$ cat config.mk
export PLATFORM = sky130hd
export DESIGN_NAME = main_bus
export DESIGN_NICKNAME = d
export VERILOG_FILES = /design/src/logic/bus_pkg.sv /design/src/logic/io_pkg.sv /design/src/logic/addr_decoder.sv /design/src/logic/irq_encoder.sv /design/src/logic/cab_inputs.sv /design/src/logic/disp_wait.sv /design/src/logic/bus_cycle_ctrl.sv /design/src/logic/main_bus.sv
export SDC_FILE = /design/constraint.sdc
export NUM_CORES = 1
export LEC_CHECK = 0
export BUFFER_PORTS_ARGS = -buffer_cell sky130_fd_sc_hd__clkbuf_2
export CORE_UTILIZATION = 50
export DETAILED_ROUTE_END_ITERATION = 7
export GPL_ROUTABILITY_DRIVEN = 0
export PLACE_DENSITY = 0.87
export SLEW_MARGIN = 20
export SYNTH_ARGS = -nofsm -noshare
export SYNTH_HDL_FRONTEND = slang
export SYNTH_HIERARCHICAL = 1
export SYNTH_SLANG_ARGS = --single-unit
$ cat constraint.sdc
create_clock -name clk -period 4.9 [get_ports clk]
set_input_delay 1.225 -clock clk [delete_from_list [all_inputs] [get_ports clk]]
set_output_delay 1.225 -clock clk [all_outputs]
set_load 0.01 [all_outputs]
$ cat src/logic/bus_pkg.sv
package bus_pkg;

    localparam int rom_banks_lp = 6;  // 64 KiB banks fitted on the board
    localparam int disp_hold_lp = 2;  // blank cycles before a display access ends
    localparam logic [15:0] open_bus_lp = 16'hffff;

    // one access from the bus master, held while req is high
    typedef struct packed {
        logic [23:1] addr;   // word address
        logic        rnw;
        logic        uds;    // upper byte strobe, active high
        logic        lds;    // lower byte strobe, active high
        logic [15:0] wdata;
    } bus_req_t;

    typedef struct packed {
        logic [15:0] rdata;
    } bus_rsp_t;

    typedef struct packed {
        logic       rom;
        logic       ram_sys;
        logic       fmode;   // first tilemap chip
        logic       fsft;
        logic       fmap;
        logic       bmode;   // second tilemap chip
        logic       bsft;
        logic       bmap;
        logic       cmode;   // third chip, on the second board
        logic       csft;
        logic       cmap;
        logic [1:0] pal;
        logic       obj;
        logic [2:0] io_rd;   // cabinet read words
        logic       mcu_rd;
        logic       io_wr;
        logic       disp;    // whole display region
    } chip_sel_t;

endpackage

$ cat src/logic/io_pkg.sv
package io_pkg;

    localparam logic [2:0] io_rd_mcu_lp = 3'd4;  // mcu port read offset

    typedef struct packed {
        logic [8:0] joy2;
        logic [8:0] joy1;
        logic [1:0] start;
        logic [1:0] coin;
        logic       service;
    } cab_in_t;

    typedef struct packed {
        logic [7:0] joy2;  // sorted directions and buttons
        logic [7:0] joy1;
    } cab_joy_t;

    typedef struct packed {
        logic [7:0] pad;
        logic       vblank;
        logic       service;
        logic [1:0] coin;
        logic [1:0] start;
        logic       joy2_b8;
        logic       joy1_b8;
    } cab_sys_t;

    // same read word, meaning depends on the register offset
    typedef union packed {
        cab_joy_t joy;
        cab_sys_t sys;
    } cab_word_u;

    typedef enum logic [2:0] {
        io_prisel   = 3'd0,
        io_obj_copy = 3'd1,
        io_snd      = 3'd2,
        io_mcu      = 3'd3,
        io_vint_clr = 3'd4,
        io_mixpsel  = 3'd5
    } io_reg_e;

    typedef logic [2:0] ipl_t;  // active low

endpackage

$ cat src/logic/addr_decoder.sv
`timescale 1ns/1ps

module addr_decoder (
    input  logic               req,
    input  bus_pkg::bus_req_t  bus_req,
    output bus_pkg::chip_sel_t cs
);

    logic [23:1] a;
    logic        ram_class;

    assign a = bus_req.addr;

    always_comb begin
        cs = '0;
        if (req) begin
            case (a[21:20])
                2'd0: cs.rom = bus_req.rnw && (a[19:16] < bus_pkg::rom_banks_lp);
                2'd1: ;  // eeprom hole, not fitted
                2'd2: begin
                    cs.disp = 1'b1;
                    if (a[19:18] == 2'b01) begin
                        case (a[15:13])
                            3'd0: cs.fmode = 1'b1;  // mode registers
                            3'd1: cs.fsft  = 1'b1;  // row/col scroll
                            3'd2: cs.fmap  = 1'b1;
                            3'd3: cs.bmode = 1'b1;
                            3'd4: cs.bsft  = 1'b1;
                            3'd5: cs.bmap  = 1'b1;
                            3'd6: begin
                                // third chip packs its groups tighter
                                case (a[11:10])
                                    2'd0:    cs.cmode = 1'b1;
                                    2'd1:    cs.csft  = 1'b1;
                                    2'd2:    cs.cmap  = 1'b1;
                                    default: ;
                                endcase
                            end
                            default: ;
                        endcase
                    end
                end
                2'd3: begin
                    case (a[16:14])
                        3'd3: begin
                            // reads sit below bit 4, writes above
                            if (bus_req.rnw && !a[4]) begin
                                if (a[3:1] < 3'd3)
                                    cs.io_rd[a[2:1]] = 1'b1;
                                else if (a[3:1] == io_pkg::io_rd_mcu_lp)
                                    cs.mcu_rd = 1'b1;
                            end
                            if (!bus_req.rnw && a[4])
                                cs.io_wr = 1'b1;
                        end
                        3'd4:    cs.pal[0]  = 1'b1;
                        3'd5:    cs.pal[1]  = 1'b1;
                        3'd6:    cs.ram_sys = 1'b1;
                        3'd7:    cs.obj     = 1'b1;  // sprite ram
                        default: ;
                    endcase
                end
                default: ;
            endcase
        end
    end

    assign ram_class = cs.ram_sys | cs.fsft | cs.fmap | cs.bsft | cs.bmap |
                       cs.csft | cs.cmap;

    // the controller read mux relies on a single data source
    always_comb begin
        assert final ($onehot0({cs.rom, ram_class, |cs.pal}))
            else $error("more than one memory select active");
    end

endmodule

$ cat src/logic/irq_encoder.sv
`timescale 1ns/1ps

module irq_encoder (
    input  logic         clk,
    input  logic         rst,
    input  logic         lvbl,
    input  logic         mcu_irq,
    input  logic         nexirq,
    input  logic         vint_clr,
    input  logic         mcu_rd,
    output io_pkg::ipl_t ipl
);

    logic lvbl_l, mcu_irq_l;
    logic vint, secirq;

    always_ff @(posedge clk or posedge rst) begin
        if (rst) begin
            lvbl_l    <= 1'b0;
            mcu_irq_l <= 1'b0;
            vint      <= 1'b0;
            secirq    <= 1'b0;
        end else begin
            lvbl_l    <= lvbl;
            mcu_irq_l <= mcu_irq;
            if (vint_clr)
                vint <= 1'b0;
            else if (!lvbl && lvbl_l)
                vint <= 1'b1;  // start of vertical blank
            if (mcu_rd)
                secirq <= 1'b0;  // reading the port acks the mcu
            else if (mcu_irq && !mcu_irq_l)
                secirq <= 1'b1;
        end
    end

    always_comb begin
        if (vint)
            ipl = io_pkg::ipl_t'(~3'd6);
        else if (secirq)
            ipl = io_pkg::ipl_t'(~3'd5);
        else if (!nexirq)
            ipl = io_pkg::ipl_t'(~3'd4);
        else
            ipl = io_pkg::ipl_t'(~3'd0);
    end

    // a clear held past one cycle would swallow the next set edge
    assert property (@(posedge clk) disable iff (rst)
                     (vint_clr || mcu_rd) |=> !(vint_clr || mcu_rd))
        else $error("interrupt clear held longer than one cycle");

endmodule

$ cat src/logic/cab_inputs.sv
`timescale 1ns/1ps

module cab_inputs (
    input  logic              clk,
    input  io_pkg::cab_in_t   cab,
    input  logic [7:0]        dips_a,
    input  logic [7:0]        dips_b,
    input  logic              lvbl,
    input  logic [2:0]        io_rd,
    output io_pkg::cab_word_u cab_word
);

    logic [8:0]        sort1, sort2;
    io_pkg::cab_word_u nxt;

    // directions come out of the harness in reverse order
    function automatic logic [8:0] sort_joy(input logic [8:0] joy);
        return {joy[8:4], joy[0], joy[1], joy[2], joy[3]};
    endfunction

    assign sort1 = sort_joy(cab.joy1);
    assign sort2 = sort_joy(cab.joy2);

    always_comb begin
        nxt = '1;  // nothing selected reads high
        if (io_rd[0]) begin
            nxt.joy.joy2 = sort2[7:0];
            nxt.joy.joy1 = sort1[7:0];
        end else if (io_rd[1]) begin
            nxt.sys.pad     = '1;
            nxt.sys.vblank  = ~lvbl;
            nxt.sys.service = cab.service;
            nxt.sys.coin    = cab.coin;
            nxt.sys.start   = cab.start;
            nxt.sys.joy2_b8 = sort2[8];
            nxt.sys.joy1_b8 = sort1[8];
        end else if (io_rd[2]) begin
            nxt = {dips_b, dips_a};
        end
    end

    always_ff @(posedge clk)
        cab_word <= nxt;

endmodule

$ cat src/logic/disp_wait.sv
`timescale 1ns/1ps

module disp_wait (
    input  logic clk,
    input  logic rst,
    input  logic disp_sel,
    input  logic lvbl,
    input  logic lhbl,
    output logic disp_ready
);

    logic [$clog2(bus_pkg::disp_hold_lp + 1)-1:0] blank_cnt;
    logic blank;
    logic held;

    assign blank = !lvbl || !lhbl;  // either blank opens the window
    assign held  = blank_cnt == bus_pkg::disp_hold_lp;

    // saturates, then stays ready until the access goes away
    always_ff @(posedge clk or posedge rst) begin
        if (rst) begin
            blank_cnt <= '0;
        end else if (!disp_sel) begin
            blank_cnt <= '0;
        end else if (!held) begin
            if (blank)
                blank_cnt <= blank_cnt + 1'b1;
            else
                blank_cnt <= '0;  // blank must be consecutive
        end
    end

    assign disp_ready = disp_sel && held;

endmodule

$ cat src/logic/bus_cycle_ctrl.sv
`timescale 1ns/1ps

module bus_cycle_ctrl (
    input  logic               clk,
    input  logic               rst,
    input  logic               req,
    input  bus_pkg::bus_req_t  bus_req,
    input  bus_pkg::chip_sel_t cs,
    input  logic               rom_ok,
    input  logic               ram_ok,
    input  logic               disp_ready,
    input  logic [15:0]        rom_data,
    input  logic [15:0]        ram_data,
    input  logic [15:0]        pal_dout,
    input  logic [15:0]        obj_dout,
    input  logic [15:0]        mcu_dout,
    input  io_pkg::cab_word_u  cab_word,
    output logic               ack,
    output bus_pkg::bus_rsp_t  bus_rsp,
    output logic [7:0]         snd_latch,
    output logic               snreq,
    output logic [15:0]        mcu_din,
    output logic [2:0]         prisel,
    output logic               mixpsel,
    output logic               obj_copy,
    output logic               vint_clr,
    output logic               mcu_rd
);

    typedef enum logic [1:0] {st_idle, st_wait, st_done} state_e;

    state_e             state;
    bus_pkg::chip_sel_t cs_q;
    io_pkg::io_reg_e    wr_reg;
    logic               ok_dly, ram_class, ready, done;

    assign ram_class = cs_q.ram_sys | cs_q.fsft | cs_q.fmap | cs_q.bsft |
                       cs_q.bmap | cs_q.csft | cs_q.cmap;
    // sdram ok settles one cycle late on rom
    assign ready = !(cs_q.rom && !(rom_ok && ok_dly)) &&
                   !(ram_class && !ram_ok) && !(cs_q.disp && !disp_ready);
    assign done   = state == st_wait && ready;
    assign wr_reg = io_pkg::io_reg_e'(bus_req.addr[3:1]);

    always_ff @(posedge clk or posedge rst) begin
        if (rst) begin
            state     <= st_idle;
            cs_q      <= '0;
            ok_dly    <= 1'b0;
            ack       <= 1'b0;
            snd_latch <= '0;
            snreq     <= 1'b0;
            mcu_din   <= '0;
            prisel    <= '0;
            mixpsel   <= 1'b0;
            obj_copy  <= 1'b0;
            vint_clr  <= 1'b0;
            mcu_rd    <= 1'b0;
        end else begin
            ok_dly   <= rom_ok;
            snreq    <= 1'b0;
            obj_copy <= 1'b0;
            vint_clr <= 1'b0;
            mcu_rd   <= done && cs_q.mcu_rd;
            case (state)
                st_idle: if (req) begin
                    cs_q  <= cs;
                    state <= st_wait;
                end
                st_wait: if (ready) begin
                    ack   <= 1'b1;
                    state <= st_done;
                    if (cs_q.io_wr) begin
                        case (wr_reg)
                            io_pkg::io_prisel:   if (bus_req.lds) prisel <= bus_req.wdata[2:0];
                            io_pkg::io_obj_copy: obj_copy <= 1'b1;  // starts sprite dma
                            io_pkg::io_snd: begin
                                if (bus_req.lds) snd_latch <= bus_req.wdata[7:0];
                                snreq <= 1'b1;
                            end
                            io_pkg::io_mcu: begin
                                if (bus_req.uds) mcu_din[15:8] <= bus_req.wdata[15:8];
                                if (bus_req.lds) mcu_din[7:0]  <= bus_req.wdata[7:0];
                            end
                            io_pkg::io_vint_clr: vint_clr <= 1'b1;
                            io_pkg::io_mixpsel:  if (bus_req.lds) mixpsel <= bus_req.wdata[0];
                            default: ;  // coin block and expansion
                        endcase
                    end
                end
                st_done: if (!req) begin
                    ack   <= 1'b0;
                    state <= st_idle;
                end
                default: state <= st_idle;
            endcase
        end
    end

    // read data, captured on the ready cycle
    always_ff @(posedge clk) begin
        if (done)
            bus_rsp.rdata <= ram_class     ? ram_data :
                             cs_q.rom      ? rom_data :
                             |cs_q.pal     ? pal_dout :
                             cs_q.obj      ? obj_dout :
                             |cs_q.io_rd   ? cab_word :
                             cs_q.mcu_rd   ? mcu_dout : bus_pkg::open_bus_lp;
    end

    assert property (@(posedge clk) disable iff (rst) $rose(ack) |-> req)
        else $error("ack raised with no request pending");

endmodule

$ cat src/logic/main_bus.sv
`timescale 1ns/1ps

module main_bus (
    input  logic               clk,
    input  logic               rst,
    input  logic               req,
    input  bus_pkg::bus_req_t  bus_req,
    output logic               ack,
    output bus_pkg::bus_rsp_t  bus_rsp,
    output bus_pkg::chip_sel_t cs,
    input  logic [15:0]        rom_data,
    input  logic               rom_ok,
    input  logic [15:0]        ram_data,
    input  logic               ram_ok,
    input  logic [15:0]        pal_dout,
    input  logic [15:0]        obj_dout,
    input  logic [15:0]        mcu_dout,
    input  logic               lvbl,
    input  logic               lhbl,
    input  logic               nexirq,
    input  logic               mcu_irq,
    input  io_pkg::cab_in_t    cab,
    input  logic [7:0]         dips_a,
    input  logic [7:0]         dips_b,
    output logic [7:0]         snd_latch,
    output logic               snreq,
    output logic [15:0]        mcu_din,
    output logic [2:0]         prisel,
    output logic               mixpsel,
    output logic               obj_copy,
    output io_pkg::ipl_t       ipl
);

    logic              disp_ready, vint_clr, mcu_rd;
    io_pkg::cab_word_u cab_word;

    addr_decoder u_dec (.req(req), .bus_req(bus_req), .cs(cs));

    bus_cycle_ctrl u_ctrl (
        .clk(clk), .rst(rst), .req(req), .bus_req(bus_req), .cs(cs),
        .rom_ok(rom_ok), .ram_ok(ram_ok), .disp_ready(disp_ready),
        .rom_data(rom_data), .ram_data(ram_data), .pal_dout(pal_dout),
        .obj_dout(obj_dout), .mcu_dout(mcu_dout), .cab_word(cab_word),
        .ack(ack), .bus_rsp(bus_rsp), .snd_latch(snd_latch), .snreq(snreq),
        .mcu_din(mcu_din), .prisel(prisel), .mixpsel(mixpsel),
        .obj_copy(obj_copy), .vint_clr(vint_clr), .mcu_rd(mcu_rd)
    );

    disp_wait u_disp (
        .clk(clk), .rst(rst), .disp_sel(cs.disp),
        .lvbl(lvbl), .lhbl(lhbl), .disp_ready(disp_ready)
    );

    irq_encoder u_irq (
        .clk(clk), .rst(rst), .lvbl(lvbl), .mcu_irq(mcu_irq), .nexirq(nexirq),
        .vint_clr(vint_clr), .mcu_rd(mcu_rd), .ipl(ipl)
    );

    cab_inputs u_cab (
        .clk(clk), .cab(cab), .dips_a(dips_a), .dips_b(dips_b),
        .lvbl(lvbl), .io_rd(cs.io_rd), .cab_word(cab_word)
    );

endmodule

# Yosys cells after proc, flatten, opt, wreduce, memory -nomap -nowiden

Index checks and enable logic that the tools add are counted.

Memories: 0
Bits of input ports: 170
Output and inout bits: 70
ROM bits: 0
Memory bits (writable): 0
Bits in latches: 0
Register bits after elaboration: 91

Shifts and indexed selects: 0
Reduce and logical (&&, ||, !) cells: 45
Eq/ne operators: 28
Multiply operators: 0
Bitwise logic cells: 7
Div/mod/pow operators: 0
Add/sub/neg operators: 1
Mux-type cells: 66
Magnitude comparators: 4

Operators with widths:

| cell                 | count |
|---|---|
| $mux W16             | 9 |
| $mux W1              | 37 |
| $eq A3 B3 Y1 const B | 9 |
| $reduce_and A5 Y1    | 5 |
| $mux W20             | 1 |
| $mux W9              | 2 |
| $eq A3 B2 Y1 const B | 5 |
| $logic_and A1 B1 Y1  | 15 |
| $mux W3              | 5 |
| $mux W2              | 6 |
| $logic_not A1 Y1     | 11 |
| $eq A2 B2 Y1 const B | 5 |
| $mux W8              | 1 |
| $eq A2 B1 Y1 const B | 3 |
| $eq A3 B1 Y1 const B | 2 |
| $logic_not A2 Y1     | 3 |
| $logic_not A3 Y1     | 2 |
| $ne A2 B2 Y1 const B | 3 |
| $or A1 B1 Y1         | 6 |
| $pmux W2 S3          | 1 |
| $reduce_and A3 Y1    | 2 |
| $reduce_bool A2 Y1   | 3 |
| $mux W5              | 1 |
| $lt A4 B3 Y1 const B | 1 |
| 13 further kinds     | 13 |

# Longest topological paths before layout

Depth after elaboration: 16
Mapped depth: 8
Mapped depth without buffers: 7

# Cells and area by module

The synthesis kept the hierarchy.

Modules (own cells, without submodules):

| module         | cells an instance | area an instance (um^2) | instances |
|---|---|---|---|
| bus_cycle_ctrl | 285               | 3442.1                  | 1 |
| cab_inputs     | 77                | 740.7                   | 1 |
| addr_decoder   | 43                | 281.5                   | 1 |
| irq_encoder    | 13                | 166.4                   | 1 |
| disp_wait      | 12                | 125.1                   | 1 |

# Worst setup path after synthesis

Ideal clock, no wire load.

Path kind: input port to flip-flop
Start: in req
End: reg u_ctrl/bus_rsp[0] (netlist name)
Path slack: 1019 ps
Cell stages on the path: 6
Path buffers: 0
Arrival time: 3461 ps
Data required time: 4480 ps
Library setup time: 420 ps
Cells stage by stage: nand2_1 -> nor2_1 -> and2_2 -> inv_1 -> a22o_1 -> nor3_1

RTL lines:

| what            | line          | source |
|---|---|---|
| start, declared | main_bus.sv:6 | `input logic req,` |

==> results.json <==
{
  "status": "complete, no violations",
  "cts.sinks": 91,
  "postCtsResizedCells": 0,
  "tightest_slew_ns": 1.03,
  "dr.pass1.iters": 5,
  "pwr-share-seq_pct": 50.5,
  "core-area_sq_um": 9240,
  "cts_buffers": 9,
  "mostFrequentLayoutCell": "clkbuf_2",
  "rows": 35,
  "cts_tree": "yes",
  "drtAntennaViolNets": 0,
  "ir_drop_v": 0.000169,
  "arrival_ns": 2.52,
  "cpMostUsedCell": "clkbuf_2",
  "grt_use_total_pct": 27.2,
  "dp_hpwl_um": 10700,
  "critPathBufInv": 2,
  "antenna_cells": 0,
  "antenna_found_initial": 0,
  "wirelength_um": 13700,
  "crit_type": "in -> out",
  "internal_power_uw": 1180,
  "syn_inst": 430,
  "synth.distinct_cells": 61,
  "yosysWarnings": 6,
  "period_needed_ns": 3.75,
  "wl_per_cell_um": 17.4,
  "power.total_uw": 1700,
  "clock_path_buffers": 2,
  "required_ns": 3.67,
  "setup_viol": 0,
  "fin_skew_ns": 0.0142,
  "drive_gt1_share_pct": 51.5,
  "start_util_pct": 51.5,
  "clk_latency_ns": 0.36,
  "multi_input_area_sq_um": 2290,
  "crit_path_end_kind": "primary output",
  "r2r_cells": 4,
  "grt_pass1_wl_um": 20700,
  "crit-reg2reg-launch": "u_ctrl/cs_q[13]",
  "fin_setup_tns_ns": 0,
  "io_buffers": 231,
  "avgSynthCellArea_sq_um": 11.1,
  "cts_setup_buffers": 0,
  "path_cells": "clkbuf_2, or4b_4, nor4_4, clkbuf_2",
  "finalCritPeriodShare_pct": 76.5,
  "final-hold-violation-count": 0,
  "htreeDepth": 3,
  "ios": 240,
  "dr.first_iter.drc_count": 202,
  "synth_async_sr_flop_share_pct": 64.8,
  "grt_overflow": 0,
  "cap_violations": 0,
  "fill_cells": 701,
  "vias": 4360,
  "p_per_area_nw_per_um2": 272,
  "via_per_inst": 5.54,
  "cts_root_buffer": "clkbuf_8",
  "max_stage_delay_ns": 0.60,
  "ff_latch_area_sq_um": 2280,
  "layout.cells.most_common_list": "231 x clkbuf_2, 59 x dfrtp_1, 48 x nand2_1, 30 x nor2_1, 28 x mux2_2",
  "die_w_um": 99.5,
  "switching_power_uw": 516,
  "critPathMaxFanout": 9,
  "combPwrFrac_pct": 20.5,
  "min_path_type": "reg -> reg",
  "fmax_mhz": 267,
  "grt_pass1_vias": 4217,
  "r2r_slack_ns": 1.92,
  "startpoint": "bus_req[20]",
  "p_leak_uw": 0.00307,
  "maxSlewHeadroom_pct": 31.3,
  "synth-seq-area-share_pct": 47.9,
  "synth-edff-count": 16,
  "die_h_um": 99.5,
  "crit_path_end": "cs[4]",
  "path_delay_family": "simple AND/OR/NAND/NOR gates",
  "grt_max_degree": 54,
  "rsz0062_at_grt": "no",
  "cts_hold_buf": 0,
  "nNetsFinal": 824,
  "dieArea_sq_um": 9910,
  "reg2reg_to": "u_ctrl/bus_rsp[7]",
  "cpMaxStageDelayCell": "or4b_4",
  "cts.clk_slew.worst_paths_ns": 0.10,
  "synth_ff_type": "dfrtp_1",
  "switching_share_pct": 30.5,
  "ys_ff_latch": 91,
  "syn_area_sq_um": 4760,
  "cp_num_cells": 4,
  "pwr-share-clk_pct": 29.0,
  "start_kind": "primary input",
  "drc": 0,
  "slew_violations": 0,
  "synth_fp_nets": 601,
  "area_growth_pct": 31.1
}
[per-layer routing]
metal / GRT usage, % / routed length (um) / up-vias
li1: - / - / 2026
met2: 48.9 / 7120 / 215
met4: 9.62 / 240 / 0
met5: 0 / 0 / -
met1: 32.7 / 5470 / 2094
met3: 4.85 / 862 / 25
[power by group through the flow]
stage,combinational [uW],clock (uW),sequential (uW)
2_1_floorplan,179,0,878
3_3_place_gp,335,0,868
3_5_place_dp,344,0,871
4_1_cts,344,503,855
5_1_grt,375,533,861
6_report,348,492,856
[through the flow]
step,worst slack [ns],area [sq um],instances,hold WS [ns],util [%]
global placement,1.11,6040,771,0.404,65.4
finish,1.15,6240,787,0.423,67.5
detailed placement,1.13,6040,771,0.412,65.4
floorplan,1.02,4760,430,0.389,-
CTS,1.13,6230,787,0.426,67.4
global route,1.07,6240,787,0.434,67.5
[cells in the mapped netlist, types with 3 or more instances]
| cell type | n | area (sq um) |
|---|---|---|
| nor2_1 | 30 | 113 |
| nor4_1 | 8 | 50.1 |
| dfrtp_1 | 59 | 1480 |
| buf_2 | 8 | 40.0 |
| inv_1 | 27 | 101 |
| nand2b_1 | 6 | 37.5 |
| o31ai_2 | 7 | 87.6 |
| dfxtp_1 | 16 | 320 |
| a32oi_1 | 16 | 140 |
| nor3_1 | 8 | 40.0 |
| o221ai_1 | 16 | 140 |
| nand3b_1 | 3 | 22.5 |
| mux2_4 | 16 | 240 |
| nand2_1 | 48 | 180 |
| a21oi_1 | 9 | 45.0 |
| edfxtp_1 | 16 | 480 |
| nor3b_2 | 7 | 87.6 |
| nor2b_1 | 16 | 100 |
| and3_1 | 3 | 18.8 |
| nor3b_1 | 3 | 22.5 |
| nand4b_1 | 3 | 26.3 |
| clkbuf_1 | 13 | 48.8 |
| mux2_2 | 28 | 315 |
| a311o_1 | 16 | 160 |
[worst min-delay path by stage]
stage,depth (start not counted),end,startpoint
4_1_cts,1,u_irq/secirq,u_ctrl/mcu_rd
2_1_floorplan,1,u_irq/secirq,u_ctrl/mcu_rd
6_report,1,u_irq/secirq,u_ctrl/mcu_rd
5_1_grt,1,u_irq/secirq,u_ctrl/mcu_rd
3_5_place_dp,1,u_irq/secirq,u_ctrl/mcu_rd
3_3_place_gp,1,u_irq/secirq,u_ctrl/mcu_rd
[area by class of cell]
type,count,area share [%]
tap,129,2.59
clock inverter,7,1.04
clock buffer,9,1.99
inverter,29,1.77
multi-input combinational,284,36.7
sequential,91,36.5
timing repair buffer,238,19.4
[state kept, by name (all words and copies together) (netlist names), 2 cells and up]
name and cells:
u_ctrl/mcu_din 16, u_cab/cab_word 16, u_ctrl/prisel 3, u_ctrl/snd_latch 8, u_ctrl/state 2, u_disp/blank_cnt 2
u_ctrl/bus_rsp 16, u_ctrl/cs_q 17
[cell families after synthesis]
| kind of cell | synth area share (%) |
|---|---|
| compound gates | 14.8 |
| buf+inv | 4.95 |
| fa+ha+maj | 0.263 |
| mux | 11.7 |
| simple gates | 20.4 |
| flops | 47.9 |
Note: power is estimated with default switching activity, not from simulation.
